===== src/lsu_pkg.sv =====
package lsu_pkg;

    localparam int ADDR_W = 32;
    localparam int DATA_W = 32;
    localparam int STRB_W = DATA_W / 8;
    localparam int TAG_W  = 4;
    localparam int RD_W   = 5;

    typedef logic [ADDR_W-1:0] addr_t;
    typedef logic [DATA_W-1:0] data_t;
    typedef logic [STRB_W-1:0] strb_t;
    typedef logic [TAG_W-1:0]  tag_t;
    typedef logic [RD_W-1:0]   rd_idx_t;

    typedef enum logic {
        LOAD  = 1'b0,
        STORE = 1'b1
    } lsu_op_e;

    typedef enum logic [1:0] {
        BYTE = 2'b00,
        HALF = 2'b01,
        WORD = 2'b10
    } ls_size_e;

    // Halves must not cross a word, words must be word aligned.
    function automatic logic is_misaligned(ls_size_e size, logic [1:0] off);
        case (size)
            HALF:    return off == 2'b11;
            WORD:    return off != 2'b00;
            default: return 1'b0;
        endcase
    endfunction

    // Byte lanes touched by an access. Zero for a misaligned one.
    function automatic strb_t lane_strobe(ls_size_e size, logic [1:0] off);
        if (is_misaligned(size, off)) begin
            return strb_t'(0);
        end
        case (size)
            BYTE:    return strb_t'(4'b0001) << off;
            HALF:    return strb_t'(4'b0011) << off;
            default: return strb_t'(4'b1111);
        endcase
    endfunction

endpackage


===== src/lsu_mem_port.sv =====
module lsu_mem_port (
    input  logic clk_i,
    input  logic arst_n_i,
    input  logic start_i,
    output logic req_o,
    input  logic ack_i,
    output logic done_o
);

    typedef enum logic [1:0] {
        IDLE,
        REQ_HI,
        WAIT_ACK_LO
    } state_e;

    state_e state_q;
    state_e state_d;

    always_comb begin
        state_d = state_q;
        case (state_q)
            IDLE: begin
                if (start_i) begin
                    state_d = REQ_HI;
                end
            end
            REQ_HI: begin
                // Drop req once the memory has seen it.
                if (ack_i) begin
                    state_d = WAIT_ACK_LO;
                end
            end
            WAIT_ACK_LO: begin
                if (!ack_i) begin
                    state_d = IDLE;
                end
            end
            default: begin
                state_d = IDLE;
            end
        endcase
    end

    always_ff @(posedge clk_i or negedge arst_n_i) begin
        if (!arst_n_i) begin
            state_q <= IDLE;
        end else begin
            state_q <= state_d;
        end
    end

    assign req_o = state_q == REQ_HI;

    // Transfer ends on the falling ack.
    assign done_o = (state_q == WAIT_ACK_LO) && !ack_i;

endmodule


===== src/lsu_agen.sv =====
module lsu_agen (
    input  logic               clk_i,
    input  logic               arst_n_i,
    input  logic               inst_valid_i,
    input  lsu_pkg::lsu_op_e   inst_op_i,
    input  lsu_pkg::ls_size_e  inst_size_i,
    input  logic               inst_unsigned_i,
    input  lsu_pkg::addr_t     inst_base_i,
    input  lsu_pkg::data_t     inst_imm_i,
    input  lsu_pkg::data_t     inst_wdata_i,
    input  lsu_pkg::rd_idx_t   inst_rd_i,
    input  lsu_pkg::tag_t      inst_tag_i,
    output logic               inst_ready_o,
    output logic               ag_valid_o,
    output lsu_pkg::lsu_op_e   ag_op_o,
    output lsu_pkg::addr_t     ag_addr_o,
    output lsu_pkg::strb_t     ag_strb_o,
    output lsu_pkg::data_t     ag_wdata_o,
    output lsu_pkg::ls_size_e  ag_size_o,
    output logic               ag_unsigned_o,
    output lsu_pkg::rd_idx_t   ag_rd_o,
    output lsu_pkg::tag_t      ag_tag_o,
    input  logic               hold_i,
    output logic               exc_valid_o,
    output lsu_pkg::tag_t      exc_tag_o
);

    logic              valid_q;
    lsu_pkg::lsu_op_e  op_q;
    lsu_pkg::ls_size_e size_q;
    logic              unsigned_q;
    lsu_pkg::addr_t    base_q;
    lsu_pkg::data_t    imm_q;
    lsu_pkg::data_t    wdata_q;
    lsu_pkg::rd_idx_t  rd_q;
    lsu_pkg::tag_t     tag_q;

    lsu_pkg::addr_t    addr;
    lsu_pkg::data_t    wdata_lane;
    logic              misaligned;

    always_ff @(posedge clk_i or negedge arst_n_i) begin
        if (!arst_n_i) begin
            valid_q <= 1'b0;
        end else if (inst_ready_o) begin
            valid_q <= inst_valid_i;
        end
    end

    always_ff @(posedge clk_i) begin
        if (inst_ready_o && inst_valid_i) begin
            op_q       <= inst_op_i;
            size_q     <= inst_size_i;
            unsigned_q <= inst_unsigned_i;
            base_q     <= inst_base_i;
            imm_q      <= inst_imm_i;
            wdata_q    <= inst_wdata_i;
            rd_q       <= inst_rd_i;
            tag_q      <= inst_tag_i;
        end
    end

    assign addr       = base_q + imm_q;
    assign misaligned = lsu_pkg::is_misaligned(size_q, addr[1:0]);

    // Keep only the operand bytes, then move them to their lanes.
    always_comb begin
        case (size_q)
            lsu_pkg::BYTE: wdata_lane = lsu_pkg::data_t'(wdata_q[7:0]);
            lsu_pkg::HALF: wdata_lane = lsu_pkg::data_t'(wdata_q[15:0]);
            default:       wdata_lane = wdata_q;
        endcase
        wdata_lane = wdata_lane << {addr[1:0], 3'b000};
    end

    // A misaligned op leaves at once as an exception.
    assign inst_ready_o = !valid_q || misaligned || !hold_i;

    assign ag_valid_o    = valid_q && !misaligned;
    assign ag_op_o       = op_q;
    assign ag_addr_o     = addr;
    assign ag_strb_o     = lsu_pkg::lane_strobe(size_q, addr[1:0]);
    assign ag_wdata_o    = wdata_lane;
    assign ag_size_o     = size_q;
    assign ag_unsigned_o = unsigned_q;
    assign ag_rd_o       = rd_q;
    assign ag_tag_o      = tag_q;

    assign exc_valid_o = valid_q && misaligned;
    assign exc_tag_o   = tag_q;

endmodule


===== src/lsu_store_queue.sv =====
module lsu_store_queue #(
    parameter int SQ_DEPTH = 4
) (
    input  logic           clk_i,
    input  logic           arst_n_i,
    input  logic           enq_i,
    input  lsu_pkg::addr_t enq_addr_i,
    input  lsu_pkg::data_t enq_data_i,
    input  lsu_pkg::strb_t enq_strb_i,
    output logic           full_o,
    output logic           empty_o,
    input  logic           retire_i,
    input  lsu_pkg::addr_t lookup_addr_i,
    input  lsu_pkg::strb_t lookup_strb_i,
    output logic           lookup_hit_o,
    output logic           mem_wr_req_o,
    output lsu_pkg::addr_t mem_wr_addr_o,
    output lsu_pkg::data_t mem_wr_data_o,
    output lsu_pkg::strb_t mem_wr_strb_o,
    input  logic           mem_wr_ack_i
);

    localparam int PTR_W = $clog2(SQ_DEPTH);

    // One extra wrap bit per pointer.
    logic [PTR_W:0]    head_q;
    logic [PTR_W:0]    ret_q;
    logic [PTR_W:0]    tail_q;
    logic [SQ_DEPTH-1:0] valid_q;

    lsu_pkg::addr_t addr_q [SQ_DEPTH];
    lsu_pkg::data_t data_q [SQ_DEPTH];
    lsu_pkg::strb_t strb_q [SQ_DEPTH];

    logic           drain_start;
    logic           drain_done;
    logic [PTR_W-1:0] head_idx;
    logic [PTR_W-1:0] tail_idx;

    assign head_idx = head_q[PTR_W-1:0];
    assign tail_idx = tail_q[PTR_W-1:0];

    assign empty_o = head_q == tail_q;
    assign full_o  = (head_q[PTR_W] != tail_q[PTR_W]) && (head_idx == tail_idx);

    always_ff @(posedge clk_i or negedge arst_n_i) begin
        if (!arst_n_i) begin
            head_q  <= '0;
            ret_q   <= '0;
            tail_q  <= '0;
            valid_q <= '0;
        end else begin
            if (enq_i) begin
                tail_q            <= tail_q + 1'b1;
                valid_q[tail_idx] <= 1'b1;
            end
            if (retire_i) begin
                ret_q <= ret_q + 1'b1;
            end
            if (drain_done) begin
                head_q            <= head_q + 1'b1;
                valid_q[head_idx] <= 1'b0;
            end
        end
    end

    always_ff @(posedge clk_i) begin
        if (enq_i) begin
            addr_q[tail_idx] <= enq_addr_i;
            data_q[tail_idx] <= enq_data_i;
            strb_q[tail_idx] <= enq_strb_i;
        end
    end

    // Oldest entry drains once it is retired.
    assign drain_start = ret_q != head_q;

    lsu_mem_port u_wr_port (
        .clk_i    (clk_i),
        .arst_n_i (arst_n_i),
        .start_i  (drain_start),
        .req_o    (mem_wr_req_o),
        .ack_i    (mem_wr_ack_i),
        .done_o   (drain_done)
    );

    assign mem_wr_addr_o = {addr_q[head_idx][lsu_pkg::ADDR_W-1:2], 2'b00};
    assign mem_wr_data_o = data_q[head_idx];
    assign mem_wr_strb_o = strb_q[head_idx];

    // Same word and at least one shared byte lane.
    always_comb begin
        lookup_hit_o = 1'b0;
        for (int i = 0; i < SQ_DEPTH; i++) begin
            if (valid_q[i]
                && (addr_q[i][lsu_pkg::ADDR_W-1:2] == lookup_addr_i[lsu_pkg::ADDR_W-1:2])
                && |(strb_q[i] & lookup_strb_i)) begin
                lookup_hit_o = 1'b1;
            end
        end
    end

endmodule


===== src/lsu_load_unit.sv =====
module lsu_load_unit (
    input  logic              clk_i,
    input  logic              arst_n_i,
    input  logic              accept_i,
    input  lsu_pkg::addr_t    addr_i,
    input  lsu_pkg::strb_t    strb_i,
    input  lsu_pkg::ls_size_e size_i,
    input  logic              unsigned_i,
    input  lsu_pkg::rd_idx_t  rd_i,
    input  lsu_pkg::tag_t     tag_i,
    output logic              busy_o,
    output lsu_pkg::addr_t    lookup_addr_o,
    output lsu_pkg::strb_t    lookup_strb_o,
    input  logic              lookup_hit_i,
    output logic              mem_rd_req_o,
    output lsu_pkg::addr_t    mem_rd_addr_o,
    input  logic              mem_rd_ack_i,
    input  lsu_pkg::data_t    mem_rd_data_i,
    output logic              rd_we_o,
    output lsu_pkg::rd_idx_t  rd_idx_o,
    output lsu_pkg::data_t    rd_data_o,
    output lsu_pkg::tag_t     rd_tag_o
);

    typedef enum logic [1:0] {
        LD_IDLE,
        LD_WAIT_SQ,
        LD_READ
    } ld_state_e;

    ld_state_e         state_q;

    lsu_pkg::addr_t    addr_q;
    lsu_pkg::strb_t    strb_q;
    lsu_pkg::ls_size_e size_q;
    logic              unsigned_q;
    lsu_pkg::rd_idx_t  rd_q;
    lsu_pkg::tag_t     tag_q;
    lsu_pkg::data_t    rdata_q;

    logic              rd_start;
    logic              rd_done;
    lsu_pkg::data_t    shifted;

    // Read may go out only when no queued store covers our bytes.
    assign rd_start = (state_q == LD_WAIT_SQ) && !lookup_hit_i;

    always_ff @(posedge clk_i or negedge arst_n_i) begin
        if (!arst_n_i) begin
            state_q <= LD_IDLE;
        end else begin
            case (state_q)
                LD_IDLE:    if (accept_i) state_q <= LD_WAIT_SQ;
                LD_WAIT_SQ: if (rd_start) state_q <= LD_READ;
                LD_READ:    if (rd_done)  state_q <= LD_IDLE;
                default:    state_q <= LD_IDLE;
            endcase
        end
    end

    always_ff @(posedge clk_i) begin
        if (accept_i) begin
            addr_q     <= addr_i;
            strb_q     <= strb_i;
            size_q     <= size_i;
            unsigned_q <= unsigned_i;
            rd_q       <= rd_i;
            tag_q      <= tag_i;
        end
        if ((state_q == LD_READ) && mem_rd_ack_i) begin
            rdata_q <= mem_rd_data_i;
        end
    end

    lsu_mem_port u_rd_port (
        .clk_i    (clk_i),
        .arst_n_i (arst_n_i),
        .start_i  (rd_start),
        .req_o    (mem_rd_req_o),
        .ack_i    (mem_rd_ack_i),
        .done_o   (rd_done)
    );

    assign busy_o        = state_q != LD_IDLE;
    assign lookup_addr_o = addr_q;
    assign lookup_strb_o = strb_q;
    assign mem_rd_addr_o = {addr_q[lsu_pkg::ADDR_W-1:2], 2'b00};

    // Addressed lane down to bit 0, then extend.
    always_comb begin
        shifted = rdata_q >> {addr_q[1:0], 3'b000};
        case (size_q)
            lsu_pkg::BYTE: begin
                rd_data_o = unsigned_q ? lsu_pkg::data_t'(shifted[7:0])
                                       : {{(lsu_pkg::DATA_W-8){shifted[7]}}, shifted[7:0]};
            end
            lsu_pkg::HALF: begin
                rd_data_o = unsigned_q ? lsu_pkg::data_t'(shifted[15:0])
                                       : {{(lsu_pkg::DATA_W-16){shifted[15]}}, shifted[15:0]};
            end
            default: begin
                rd_data_o = shifted;
            end
        endcase
    end

    assign rd_we_o  = rd_done;
    assign rd_idx_o = rd_q;
    assign rd_tag_o = tag_q;

endmodule


===== src/lsu_top.sv =====
module lsu_top #(
    parameter int SQ_DEPTH = 4
) (
    input  logic              clk_i,
    input  logic              arst_n_i,
    input  logic              inst_valid_i,
    input  lsu_pkg::lsu_op_e  inst_op_i,
    input  lsu_pkg::ls_size_e inst_size_i,
    input  logic              inst_unsigned_i,
    input  lsu_pkg::addr_t    inst_base_i,
    input  lsu_pkg::data_t    inst_imm_i,
    input  lsu_pkg::data_t    inst_wdata_i,
    input  lsu_pkg::rd_idx_t  inst_rd_i,
    input  lsu_pkg::tag_t     inst_tag_i,
    output logic              inst_ready_o,
    output logic              exc_valid_o,
    output lsu_pkg::tag_t     exc_tag_o,
    output logic              st_done_o,
    output lsu_pkg::tag_t     st_tag_o,
    input  logic              st_retire_i,
    output logic              sq_empty_o,
    output logic              rd_we_o,
    output lsu_pkg::rd_idx_t  rd_idx_o,
    output lsu_pkg::data_t    rd_data_o,
    output lsu_pkg::tag_t     rd_tag_o,
    output logic              mem_rd_req_o,
    output lsu_pkg::addr_t    mem_rd_addr_o,
    input  logic              mem_rd_ack_i,
    input  lsu_pkg::data_t    mem_rd_data_i,
    output logic              mem_wr_req_o,
    output lsu_pkg::addr_t    mem_wr_addr_o,
    output lsu_pkg::data_t    mem_wr_data_o,
    output lsu_pkg::strb_t    mem_wr_strb_o,
    input  logic              mem_wr_ack_i
);

    logic              ag_valid;
    lsu_pkg::lsu_op_e  ag_op;
    lsu_pkg::addr_t    ag_addr;
    lsu_pkg::strb_t    ag_strb;
    lsu_pkg::data_t    ag_wdata;
    lsu_pkg::ls_size_e ag_size;
    logic              ag_unsigned;
    lsu_pkg::rd_idx_t  ag_rd;
    lsu_pkg::tag_t     ag_tag;

    logic              hold;
    logic              sq_full;
    logic              sq_enq;
    logic              ld_busy;
    logic              ld_accept;
    lsu_pkg::addr_t    lookup_addr;
    lsu_pkg::strb_t    lookup_strb;
    logic              lookup_hit;

    // Stores also wait behind a pending load, so its overlap check sees only older stores.
    assign hold = (ag_op == lsu_pkg::STORE) ? (sq_full || ld_busy) : ld_busy;

    assign sq_enq    = ag_valid && (ag_op == lsu_pkg::STORE) && !hold;
    assign ld_accept = ag_valid && (ag_op == lsu_pkg::LOAD) && !hold;

    assign st_done_o = sq_enq;
    assign st_tag_o  = ag_tag;

    lsu_agen u_agen (
        .clk_i           (clk_i),
        .arst_n_i        (arst_n_i),
        .inst_valid_i    (inst_valid_i),
        .inst_op_i       (inst_op_i),
        .inst_size_i     (inst_size_i),
        .inst_unsigned_i (inst_unsigned_i),
        .inst_base_i     (inst_base_i),
        .inst_imm_i      (inst_imm_i),
        .inst_wdata_i    (inst_wdata_i),
        .inst_rd_i       (inst_rd_i),
        .inst_tag_i      (inst_tag_i),
        .inst_ready_o    (inst_ready_o),
        .ag_valid_o      (ag_valid),
        .ag_op_o         (ag_op),
        .ag_addr_o       (ag_addr),
        .ag_strb_o       (ag_strb),
        .ag_wdata_o      (ag_wdata),
        .ag_size_o       (ag_size),
        .ag_unsigned_o   (ag_unsigned),
        .ag_rd_o         (ag_rd),
        .ag_tag_o        (ag_tag),
        .hold_i          (hold),
        .exc_valid_o     (exc_valid_o),
        .exc_tag_o       (exc_tag_o)
    );

    lsu_store_queue #(
        .SQ_DEPTH (SQ_DEPTH)
    ) u_store_queue (
        .clk_i         (clk_i),
        .arst_n_i      (arst_n_i),
        .enq_i         (sq_enq),
        .enq_addr_i    (ag_addr),
        .enq_data_i    (ag_wdata),
        .enq_strb_i    (ag_strb),
        .full_o        (sq_full),
        .empty_o       (sq_empty_o),
        .retire_i      (st_retire_i),
        .lookup_addr_i (lookup_addr),
        .lookup_strb_i (lookup_strb),
        .lookup_hit_o  (lookup_hit),
        .mem_wr_req_o  (mem_wr_req_o),
        .mem_wr_addr_o (mem_wr_addr_o),
        .mem_wr_data_o (mem_wr_data_o),
        .mem_wr_strb_o (mem_wr_strb_o),
        .mem_wr_ack_i  (mem_wr_ack_i)
    );

    lsu_load_unit u_load_unit (
        .clk_i         (clk_i),
        .arst_n_i      (arst_n_i),
        .accept_i      (ld_accept),
        .addr_i        (ag_addr),
        .strb_i        (ag_strb),
        .size_i        (ag_size),
        .unsigned_i    (ag_unsigned),
        .rd_i          (ag_rd),
        .tag_i         (ag_tag),
        .busy_o        (ld_busy),
        .lookup_addr_o (lookup_addr),
        .lookup_strb_o (lookup_strb),
        .lookup_hit_i  (lookup_hit),
        .mem_rd_req_o  (mem_rd_req_o),
        .mem_rd_addr_o (mem_rd_addr_o),
        .mem_rd_ack_i  (mem_rd_ack_i),
        .mem_rd_data_i (mem_rd_data_i),
        .rd_we_o       (rd_we_o),
        .rd_idx_o      (rd_idx_o),
        .rd_data_o     (rd_data_o),
        .rd_tag_o      (rd_tag_o)
    );

endmodule


===== config.mk =====
export PLATFORM = sky130hd
export DESIGN_NAME = lsu_top
export DESIGN_NICKNAME = d
export VERILOG_FILES = /design/src/lsu_pkg.sv /design/src/lsu_mem_port.sv /design/src/lsu_agen.sv /design/src/lsu_store_queue.sv /design/src/lsu_load_unit.sv /design/src/lsu_top.sv
export SDC_FILE = /design/constraint.sdc
export NUM_CORES = 1
export LEC_CHECK = 0
export BUFFER_PORTS_ARGS = -buffer_cell sky130_fd_sc_hd__buf_4
export CORE_ASPECT_RATIO = 1.4
export CORE_MARGIN = 3
export CORE_UTILIZATION = 35
export CTS_CLUSTER_SIZE = 14
export DETAILED_ROUTE_END_ITERATION = 16
export PLACE_DENSITY = 0.62
export SLEW_MARGIN = 30
export SYNTH_ARGS = -nofsm -noshare
export SYNTH_HDL_FRONTEND = slang
export SYNTH_SLANG_ARGS = --single-unit

===== constraint.sdc =====
create_clock -name clk_i -period 6.57 [get_ports clk_i]
set_input_delay 1.314 -clock clk_i [delete_from_list [all_inputs] [get_ports clk_i]]
set_output_delay 1.314 -clock clk_i [all_outputs]
set_load 0.01 [all_outputs]

# Yosys cells after proc, flatten, opt, wreduce, memory -nomap -nowiden
# Memory sizes are Yosys's and may differ from the RTL's.
# Cells that the tools add are included.
word_totals:
  ff_bits: 209
  mem_bits_rw: 272
  output_inout_bits: 156
  memories: 3
mem_list:
  columns: ["memory", "words", "word_bits", "read_ports", "rd_ports_with_merged_regs", "wr", "line_no", "text"]
  rows:
  - ["u_store_queue.addr_q", 4, 32, 5, 0, 1, "lsu_store_queue.sv:31", "lsu_pkg::addr_t addr_q [SQ_DEPTH];"]
  - ["u_store_queue.data_q", 4, 32, 1, 0, 1, "lsu_store_queue.sv:32", "lsu_pkg::data_t data_q [SQ_DEPTH];"]
  - ["u_store_queue.strb_q", 4, 4, 5, 0, 1, "lsu_store_queue.sv:33", "lsu_pkg::strb_t strb_q [SQ_DEPTH];"]
op_classes:
  addsub: 4
  n_lt_le_gt_ge: 4
  eq_ne: 27
  shift: 4
  n_mux: 34
  n_bitwise: 8
  n_reduce_logical: 45
ops:
  columns: ["cell", "count"]
  rows:
  - ["$pmux 32 s2", 2]
  - ["$eq 30x30->1", 4]
  - ["$mux 32", 2]
  - ["$add 32x32->32", 1]
  - ["$shl 32x5->32", 1]
  - ["$shr 32x5->32", 1]
  - ["$logic_and 1x1->1", 22]
  - ["$and 4x4->4", 5]
  - ["$mux 2", 9]
  - ["$pmux 2 s3", 3]
  - ["$mux 4", 4]
  - ["$reduce_or 4->1", 4]
  - ["$eq 2x1->1 const B", 5]
  - ["$eq 2x2->1 const B", 5]
  - ["$logic_not 2->1", 5]
  - ["$mux 1", 10]
  - ["$ne 2x1->1 const B", 5]
  - ["$add 3x1->3 const B", 3]
  - ["$reduce_and 3->1", 3]
  - ["$ne 2x2->1 const B", 4]
  - ["$pmux 4 s2", 1]
  - ["$logic_not 1->1", 6]
  - ["$lt 2x3->1 const B", 2]
  - ["$demux 1 s2", 2]
  - ["13 further kinds", 17]

# Logic depth before layout (Yosys ltp)
# Gate-level depths: netlist of run 1.
# An unclocked memory read counts as a cell.
logic_depth:
  depth_word: 12
  ltp_mapped: 10
  mapped_depth_nobuf: 10

# Hierarchy
# Synthesis of run 1 repeated with hierarchy kept, for this count alone.
hier_totals:
  hier_cells: 1345
  area_unflattened_um2: 21509.4
modules_own_cells:
  columns: ["module", "n_inst", "cells_each", "area_each_um2"]
  rows:
  - ["lsu_store_queue", 1, 607, 12027.8]
  - ["lsu_agen", 1, 494, 5744.3]
  - ["lsu_load_unit", 1, 225, 3510.9]
  - ["lsu_mem_port", 2, 8, 98.8]
  - ["lsu_top", 1, 3, 28.8]

# Worst setup path before layout of run 1
# OpenSTA, ideal clock, no wires.
synth_path:
  path_type: "reg2reg"
  start: "reg u_agen.imm_q[0]"
  end: "reg u_agen.op_q, in the netlist u_agen.ag_op_o (enable)"
  t_arrival_ps: 6596
  t_required_ps: 5979
  path_slack_ps: -617
  stages_incl_launch_ff: 8
  path_buffers: 0
  period_less_slack_ps: 7187
  cell_sequence: "edfxtp_1 ha_1 fa_1 o21ai_1 a21boi_1 nand2b_1 nor2b_1 nor2b_1"
synth_between:
  elab_chain_cells: 6
  elab_cells_between_ends: 7
synth_lines:
  columns: ["item", "line_no", "text"]
  rows:
  - ["start: declaration", "lsu_agen.sv:33", "lsu_pkg::data_t imm_q;"]
  - ["start signal: assignment", "lsu_agen.sv:56", "imm_q <= inst_imm_i;"]
  - ["$add 32x32->32 (*)", "lsu_agen.sv:63", "assign addr = base_q + imm_q;"]
  - ["named net ag_addr[1]", "lsu_top.sv:39", "lsu_pkg::addr_t ag_addr;"]
  - ["$eq 2x2->1 / $reduce_bool 2->1 (equally long branches)", "lsu_pkg.sv:29, lsu_pkg.sv:30", null]
  - ["$pmux 1 s2 (*)", "lsu_pkg.sv:28", "case (size)"]
  - ["$logic_or 1x1->1 (*) (2 in series)", "lsu_agen.sv:77", "assign inst_ready_o = !valid_q || misaligned || !hold_i;"]
  - ["$logic_and 1x1->1 (*)", "lsu_agen.sv:51", "if (inst_ready_o && inst_valid_i) begin"]
  - ["end signal: assignment", "lsu_agen.sv:52", "op_q <= inst_op_i;"]
  - ["end: declaration", "lsu_agen.sv:29", "lsu_pkg::lsu_op_e op_q;"]
# The timed path passes the listed nets; every way through them passes the cells marked *.
# A chain may end at the register's enable or synchronous reset.

# Final worst setup path of run 1
layout_path:
  start: "reg u_agen.imm_q[0]"
  end: "out st_done_o"
layout_between:
  elab_chain_cells: 7
  elab_cells_between_ends: 8
layout_lines:
  columns: ["item", "line_no", "text"]
  rows:
  - ["$add 32x32->32 (*)", "lsu_agen.sv:63", null]
  - ["named net ag_addr[1]", "lsu_top.sv:39", null]
  - ["$eq 2x2->1 / $reduce_bool 2->1 (equally long branches)", "lsu_pkg.sv:29, lsu_pkg.sv:30", null]
  - ["$pmux 1 s2 (*)", "lsu_pkg.sv:28", null]
  - ["$logic_not 1->1 (*)", "lsu_agen.sv:79", "assign ag_valid_o = valid_q && !misaligned;"]
  - ["$logic_and 1x1->1 (*)", "lsu_agen.sv:79", null]
  - ["$logic_and 1x1->1 (*) (2 in series)", "lsu_top.sv:59", "assign sq_enq = ag_valid && (ag_op == lsu_pkg::STORE) && !hold;"]
  - ["end: declaration", "lsu_top.sv:18", "output logic st_done_o,"]
# Marks and branches as above.

==> impl_metrics.tcl, run 1 <==
set metrics [dict create \
    finalInstanceArea_sq_um 25160 \
    synth_flop_cell "edfxtp_1" \
    start_util 0.3541 \
    layout_min_cycle_time_ns 4.381 \
    wl_per_cell_microns 22.37 \
    place_hpwl_microns 38640 \
    tightest_slew_ns 0.9829 \
    r2r_cells 11 \
    cp.required_ns 5.26 \
    synth_top_family_by_area "multiplexers" \
    ys_types 65 \
    gp_congestion 0.8796 \
    p_per_area_nw_per_um2 472.2 \
    core_area_sq_um 58590 \
    vias 11940 \
    numCtsBuffers 47 \
    crit_start "u_agen.imm_q[0]" \
    detail-route-antenna-nets 0 \
    r2r-end "u_store_queue.addr_q[3][23]" \
    fin_nets 1768 \
    async_reset_ff_frac 0.04228 \
    drt-total-wl_microns 52730 \
    critPathLaunchType "flop" \
    port-buffer-count 298 \
    min_period_over_period 0.6668 \
    drc_errors 0 \
    finalSetupViolCount 0 \
    area_growth_pct 21.26 \
    cts.path.max_buffers 3 \
    grt_max_degree 56 \
    synth_top_area_frac 0.6557 \
    viasPerCell 5.065 \
    finalPower_mw 11.88 \
    grt_pass1_vias 12350 \
    finalSetupTns_ns 0 \
    grt_use_total 0.1664 \
    fmax_mhz 228.3 \
    root_buffer "clkbuf_16" \
    timing.rr.start "u_agen.imm_q[0]" \
    die_y_microns 294.1 \
    insertion_delay_ns 0.58 \
    endpoint "st_done_o" \
    drt_iter0_markers 807 \
    yosysTopAreaCell "edfxtp_1" \
    drive_above_1_share 0.2948 \
    reg2reg_slack_ns 2.37 \
    overflow 0 \
    antenna_found_initial 0 \
    path_class "reg2out" \
    synth_seq_cells 473 \
    fp.dieW_microns 211.8 \
    ys_warn_count 0 \
    clk_pin_slew_ns 0.06 \
    clock_sinks 473 \
    hold_violations 0 \
    rsz0062_at_grt "no" \
    synth_mux_area_frac 0.08383 \
    dieArea_sq_um 62270 \
    critPathArrivalTime_ns 3.07 \
    crit_fanout 25 \
    postCtsHoldBufs 0 \
    layout_common_cells "edfxtp_1, buf_4, xor2_1" \
    synth_edf_count 453 \
    row_count 105 \
    min_path_type "reg2reg" \
    cts_tree "yes" \
    synth_compound_area_frac 0.05916 \
    post-cts-setup-buffers 0 \
    slew_headroom 0.3387 \
    antenna_cells 0 \
    synthXorXnorAreaFrac 0.06670 \
    first_pass_iters 5 \
    num_io_pins 303 \
    layout_commonest_cell "edfxtp_1" \
    finalClockSkew_ns 0.02218 \
    ys_seq_area_frac 0.6798 \
    p_leak_nw 9.186 \
    synth_area_leaders "edfxtp_1, mux4_2, xor2_1" \
    htreeDepth 2 \
    netlist_area_sq_um 20750 \
    ctsResizeCount 0 \
    syn_inst 1287 \
    cp-end-kind "primary output" \
    synth-adder-area-share 0.02690 \
    status "completed" \
    grt_pass1_wl_microns 77510 \
    syn_avg_cell_area_sq_um 16.12 \
    max_cap_viol_count 0 \
    drv_slew 0 \
    yosys.area_share.simple 0.05850 \
    peakVddDrop_mv 0.3040 \
    placed_cell_area_sq_um 23670 \
]
per-stage QoR:
stage	setup slack, ns	cells	hold slack, ns	util
detailed placement	2.333	2276	0.4061	0.4040
global route	1.980	2357	0.4261	0.4293
finish	2.189	2357	0.4199	0.4293
CTS	2.027	2356	0.4203	0.4293
global placement	2.402	2276	0.4021	0.4038
floorplan	1.494	1290	0.4003	-
routing by layer:
metal	share of wire	global-route usage
met5	0	0
met1	0.37	0.1905
met3	0.056	0.03295
met4	0.031	0.05606
met2	0.54	0.3089
cell families after synthesis:
kind of cell | count (synthesis)
flops | 473
simple gates | 238
compound gates | 186
xor+xnor | 158
buf+inv | 96
mux | 91
fa+ha+maj | 44
other cells | 1
synth_stat cells (12+ instances only):
cell type,n
dfrtp_1,20
and2_1,20
nand2_1,60
a21oi_1,53
nor3_1,14
ha_1,43
nor2_1,42
xor2_1,124
buf_4,38
xnor2_1,34
o21ai_0,38
nor4_1,33
mux2i_1,23
clkbuf_1,30
edfxtp_1,453
nor2b_1,19
nand3_1,15
mux4_2,66
a211oi_1,12
inv_1,17
a21o_1,14
critical path, stage by stage (launching register included):
cell and delay (ns):
edfxtp_1 0.38, ha_1 0.24, fa_1 0.43, buf_4 0.23, o21ai_1 0.10, a21boi_1 0.08, buf_4 0.16, nand2b_1 0.22
nor3_2 0.43, buf_4 0.22
registers in the layout, summed over array words and instances (netlist names), 2 cells and up:
name and cells:
u_agen.ag_rd_o 5, u_agen.ag_size_o 2, u_agen.ag_tag_o 4, u_agen.base_q 32, u_agen.imm_q 32, u_agen.wdata_q 32, u_load_unit.lookup_addr_o 32, u_load_unit.lookup_strb_o 4
u_load_unit.rd_idx_o 5, u_load_unit.rd_tag_o 4, u_load_unit.rdata_q 32, u_load_unit.size_q 2, u_load_unit.state_q 2, u_load_unit.u_rd_port.state_q 2, u_store_queue.addr_q 120, u_store_queue.data_q 128
u_store_queue.head_q 3, u_store_queue.ret_q 3, u_store_queue.strb_q 16, u_store_queue.tail_q 3, u_store_queue.u_wr_port.state_q 2, u_store_queue.valid_q 4
where the power goes:
group          switching (mW)  internal, mW  total [mW]
clock                    1.13          1.49        2.62
sequential              0.447          4.48        4.93
combinational            2.56          1.77        4.33
final cells by class:
type,instances,area (sq um)
well taps,749,937.1
multi-input cells,721,6175
clock buffers,53,1220
flip-flops and latches,473,14110
fillers,5225,33440
clock inverters,27,262.8
inverters,17,63.81
repair buffers,317,2390
how the worst min path moves through the flow:
stage                               startpoint                       to  depth (start not counted)
after floorplan              u_agen.ag_rd_o[0]  u_load_unit.rd_idx_o[0]                          0
after global placement       u_agen.ag_rd_o[0]  u_load_unit.rd_idx_o[0]                          0
after detailed placement  u_agen.ag_unsigned_o   u_load_unit.unsigned_q                          0
after CTS                 u_agen.ag_unsigned_o   u_load_unit.unsigned_q                          0
after global routing      u_agen.ag_unsigned_o   u_load_unit.unsigned_q                          0
final                     u_agen.ag_unsigned_o   u_load_unit.unsigned_q                          0
(Power assumes the default switching activity.)
==> run 2: changes to the inputs <==
- PLACE_DENSITY: 0.62 -> 0.6
- clock period: 6.57 -> 4.1 ns (I/O delays scaled with it)
==> run 2 against run 1 <==
Design area is 1.3% higher. First-iteration DRC count is 21% lower. Non-clock buffer count is 6 higher. Sequential power is 60% higher. Clock skew is 0.0086 ns higher. Sequential share of layout area is 0.74 points lower. Utilization is 0.57 points higher. Wire length is 1.9% higher. Sequential cell count stayed put. Critical path depth is 1 lower. Power is 64% higher. Critical path type unchanged. Critical endpoint unchanged. Largest cell class unchanged. Largest power group unchanged.
==> impl_metrics.tcl, run 2 (synthesis gave the netlist of run 1 again) <==
set metrics [dict create \
    grt_use_total 0.1710 \
    insertion_delay_ns 0.60 \
    peakVddDrop_mv 0.4267 \
    postCtsHoldBufs 0 \
    grt_pass1_vias 12620 \
    drt_iter0_markers 634 \
    die_y_microns 294.1 \
    start_util 0.3541 \
    layout_common_cells "edfxtp_1, buf_4, xor2_1" \
    min_period_over_period 0.8971 \
    layout_min_cycle_time_ns 3.678 \
    fmax_mhz 271.9 \
    r2r_cells 10 \
    path_class "reg2out" \
    final_util 0.4351 \
    cp_top_family "simple AND/OR/NAND/NOR gates" \
    hold_ws_ns 0.08669 \
    power.switching_mw 6.739 \
    p_seq_frac 0.404 \
    port-buffer-count 298 \
    htreeDepth 2 \
    vias 11950 \
    largest_register "u_store_queue.data_q" \
    critPathArrivalTime_ns 2.86 \
    dieArea_sq_um 62270 \
    finalInstanceArea_sq_um 25490 \
    p_per_area_nw_per_um2 765.7 \
    dp.cells 2283 \
    layout_commonest_cell "edfxtp_1" \
    grt_max_degree 71 \
    top_regs "u_store_queue.data_q (128), u_store_queue.addr_q (120)" \
    cpMaxStageDelayCell "edfxtp_1" \
    power_frac_comb 0.362 \
    r2r-end "u_store_queue.addr_q[3][28]" \
    wl_per_cell_microns 22.64 \
    drt-total-wl_microns 53760 \
    hold_violations 0 \
    detail-route-antenna-nets 0 \
    tightest_slew_ns 0.8636 \
    cp-end-kind "primary output" \
    fin_nets 1776 \
    reg2reg_slack_ns 0.67 \
    numCtsBuffers 49 \
    num_io_pins 303 \
    cp.required_ns 3.28 \
    first_pass_iters 6 \
    crit_fanout 8 \
    row_count 105 \
    place_hpwl_microns 38920 \
    grt_pass1_wl_microns 79110 \
    status "completed" \
    clk_pin_slew_ns 0.07 \
    viasPerCell 5.034 \
    timing.rr.start "u_agen.imm_q[0]" \
    area_growth_pct 22.88 \
    core_area_sq_um 58590 \
    overflow 0 \
    drc_errors 0 \
    critPathLaunchType "flop" \
    clock_sinks 473 \
    min_path_type "in2async" \
    antenna_found_initial 1 \
    stdcell_count 2374 \
    slew_headroom 0.4222 \
    ctsResizeCount 0 \
    max_cap_viol_count 0 \
    placed_cell_area_sq_um 23830 \
    largest_register_ff_count 128 \
    finalClockSkew_ns 0.03083 \
    crit_chain "inv_1 > ha_1 > and2_1 > o21ai_1 > a21boi_1 > nand2b_1 > nor3_2 > buf_4" \
    post-cts-setup-buffers 0 \
    drive_above_1_share 0.2986 \
    fp.dieW_microns 211.8 \
    path_buf_inv 2 \
    root_buffer "clkbuf_16" \
    rsz0062_at_grt "no" \
    switching_share 0.3452 \
    finalSetupViolCount 0 \
    slowest_delay_ns 0.50 \
    clkPwrFrac 0.234 \
    gp_congestion 0.8467 \
    cts_tree "yes" \
    drv_slew 0 \
    p_leak_nw 9.329 \
    intPower_mw 12.78 \
    cts.path.max_buffers 3 \
    finalSetupTns_ns 0 \
]
-- run 2: cell count changes in the layout (fill, tap and decap cells not counted), sizes merged --
cell,before,now
buf,317,323
bufinv,4,6
clkbuf,53,59
clkinvlp,4,5
diode,0,1
inv,19,20
-- run 2: worst max-delay path by stage --
stage,endpoint,cells after the start,from,slack [ns]
2_1_floorplan,u_store_queue.addr_q[3][10],7,u_agen.imm_q[0],0.04
3_3_place_gp,u_store_queue.addr_q[0][28],10,u_agen.imm_q[0],0.71
3_5_place_dp,u_store_queue.addr_q[0][28],10,u_agen.imm_q[0],0.66
4_1_cts,st_done_o,7,u_agen.imm_q[0],0.33
5_1_grt,st_done_o,8,u_agen.ag_size_o[1],0.19
6_report,st_done_o,8,u_agen.ag_size_o[1],0.42
-- run 2: layout make-up --
class | instances | area, sq um
clock buffers | 59 | 1316
diodes | 1 | 2.502
flip-flops and latches | 473 | 14110
inverters | 17 | 63.81
well taps | 749 | 937.1
fillers | 5260 | 33100
repair buffers | 323 | 2550
multi-input cells | 721 | 6167
clock inverters | 31 | 347.8
-- run 2: metal layers --
metal / vias up / track usage / part of all wire
li1: 5534 / - / -
met1: 5952 / 0.1964 / 0.38
met2: 361 / 0.3045 / 0.52
met3: 103 / 0.04052 / 0.061
met4: 0 / 0.07274 / 0.043
met5: - / 0 / 0
-- run 2: worst register-to-register path, stage by stage, from the launching register on --
cell and delay (ns):
edfxtp_1 0.37, ha_1 0.24, fa_1 0.48, a211oi_1 0.33, o21ai_1 0.16, a22o_1 0.25
a21o_4 0.24, o311ai_2 0.32, a21boi_2 0.17, mux2i_1 0.15, a311oi_1 0.47
-- run 2: per-stage QoR --
| step | total power [mW] | worst slack, ns |
|---|---|---|
| CTS | 19.83 | 0.3342 |
| global route | 20.60 | 0.1872 |
| detailed placement | 15.18 | 0.6595 |
| finish | 19.52 | 0.4218 |
| floorplan | 12.07 | 0.04452 |
| global placement | 15.05 | 0.7077 |
-- run 2: power groups by stage --
stage | clock network (mW) | registers, mW | logic, mW
2_1_floorplan | 0 | 7.74 | 4.33
3_3_place_gp | 0 | 7.94 | 7.11
3_5_place_dp | 0 | 7.99 | 7.19
4_1_cts | 4.71 | 7.90 | 7.22
5_1_grt | 4.91 | 8.00 | 7.69
6_report | 4.58 | 7.88 | 7.06
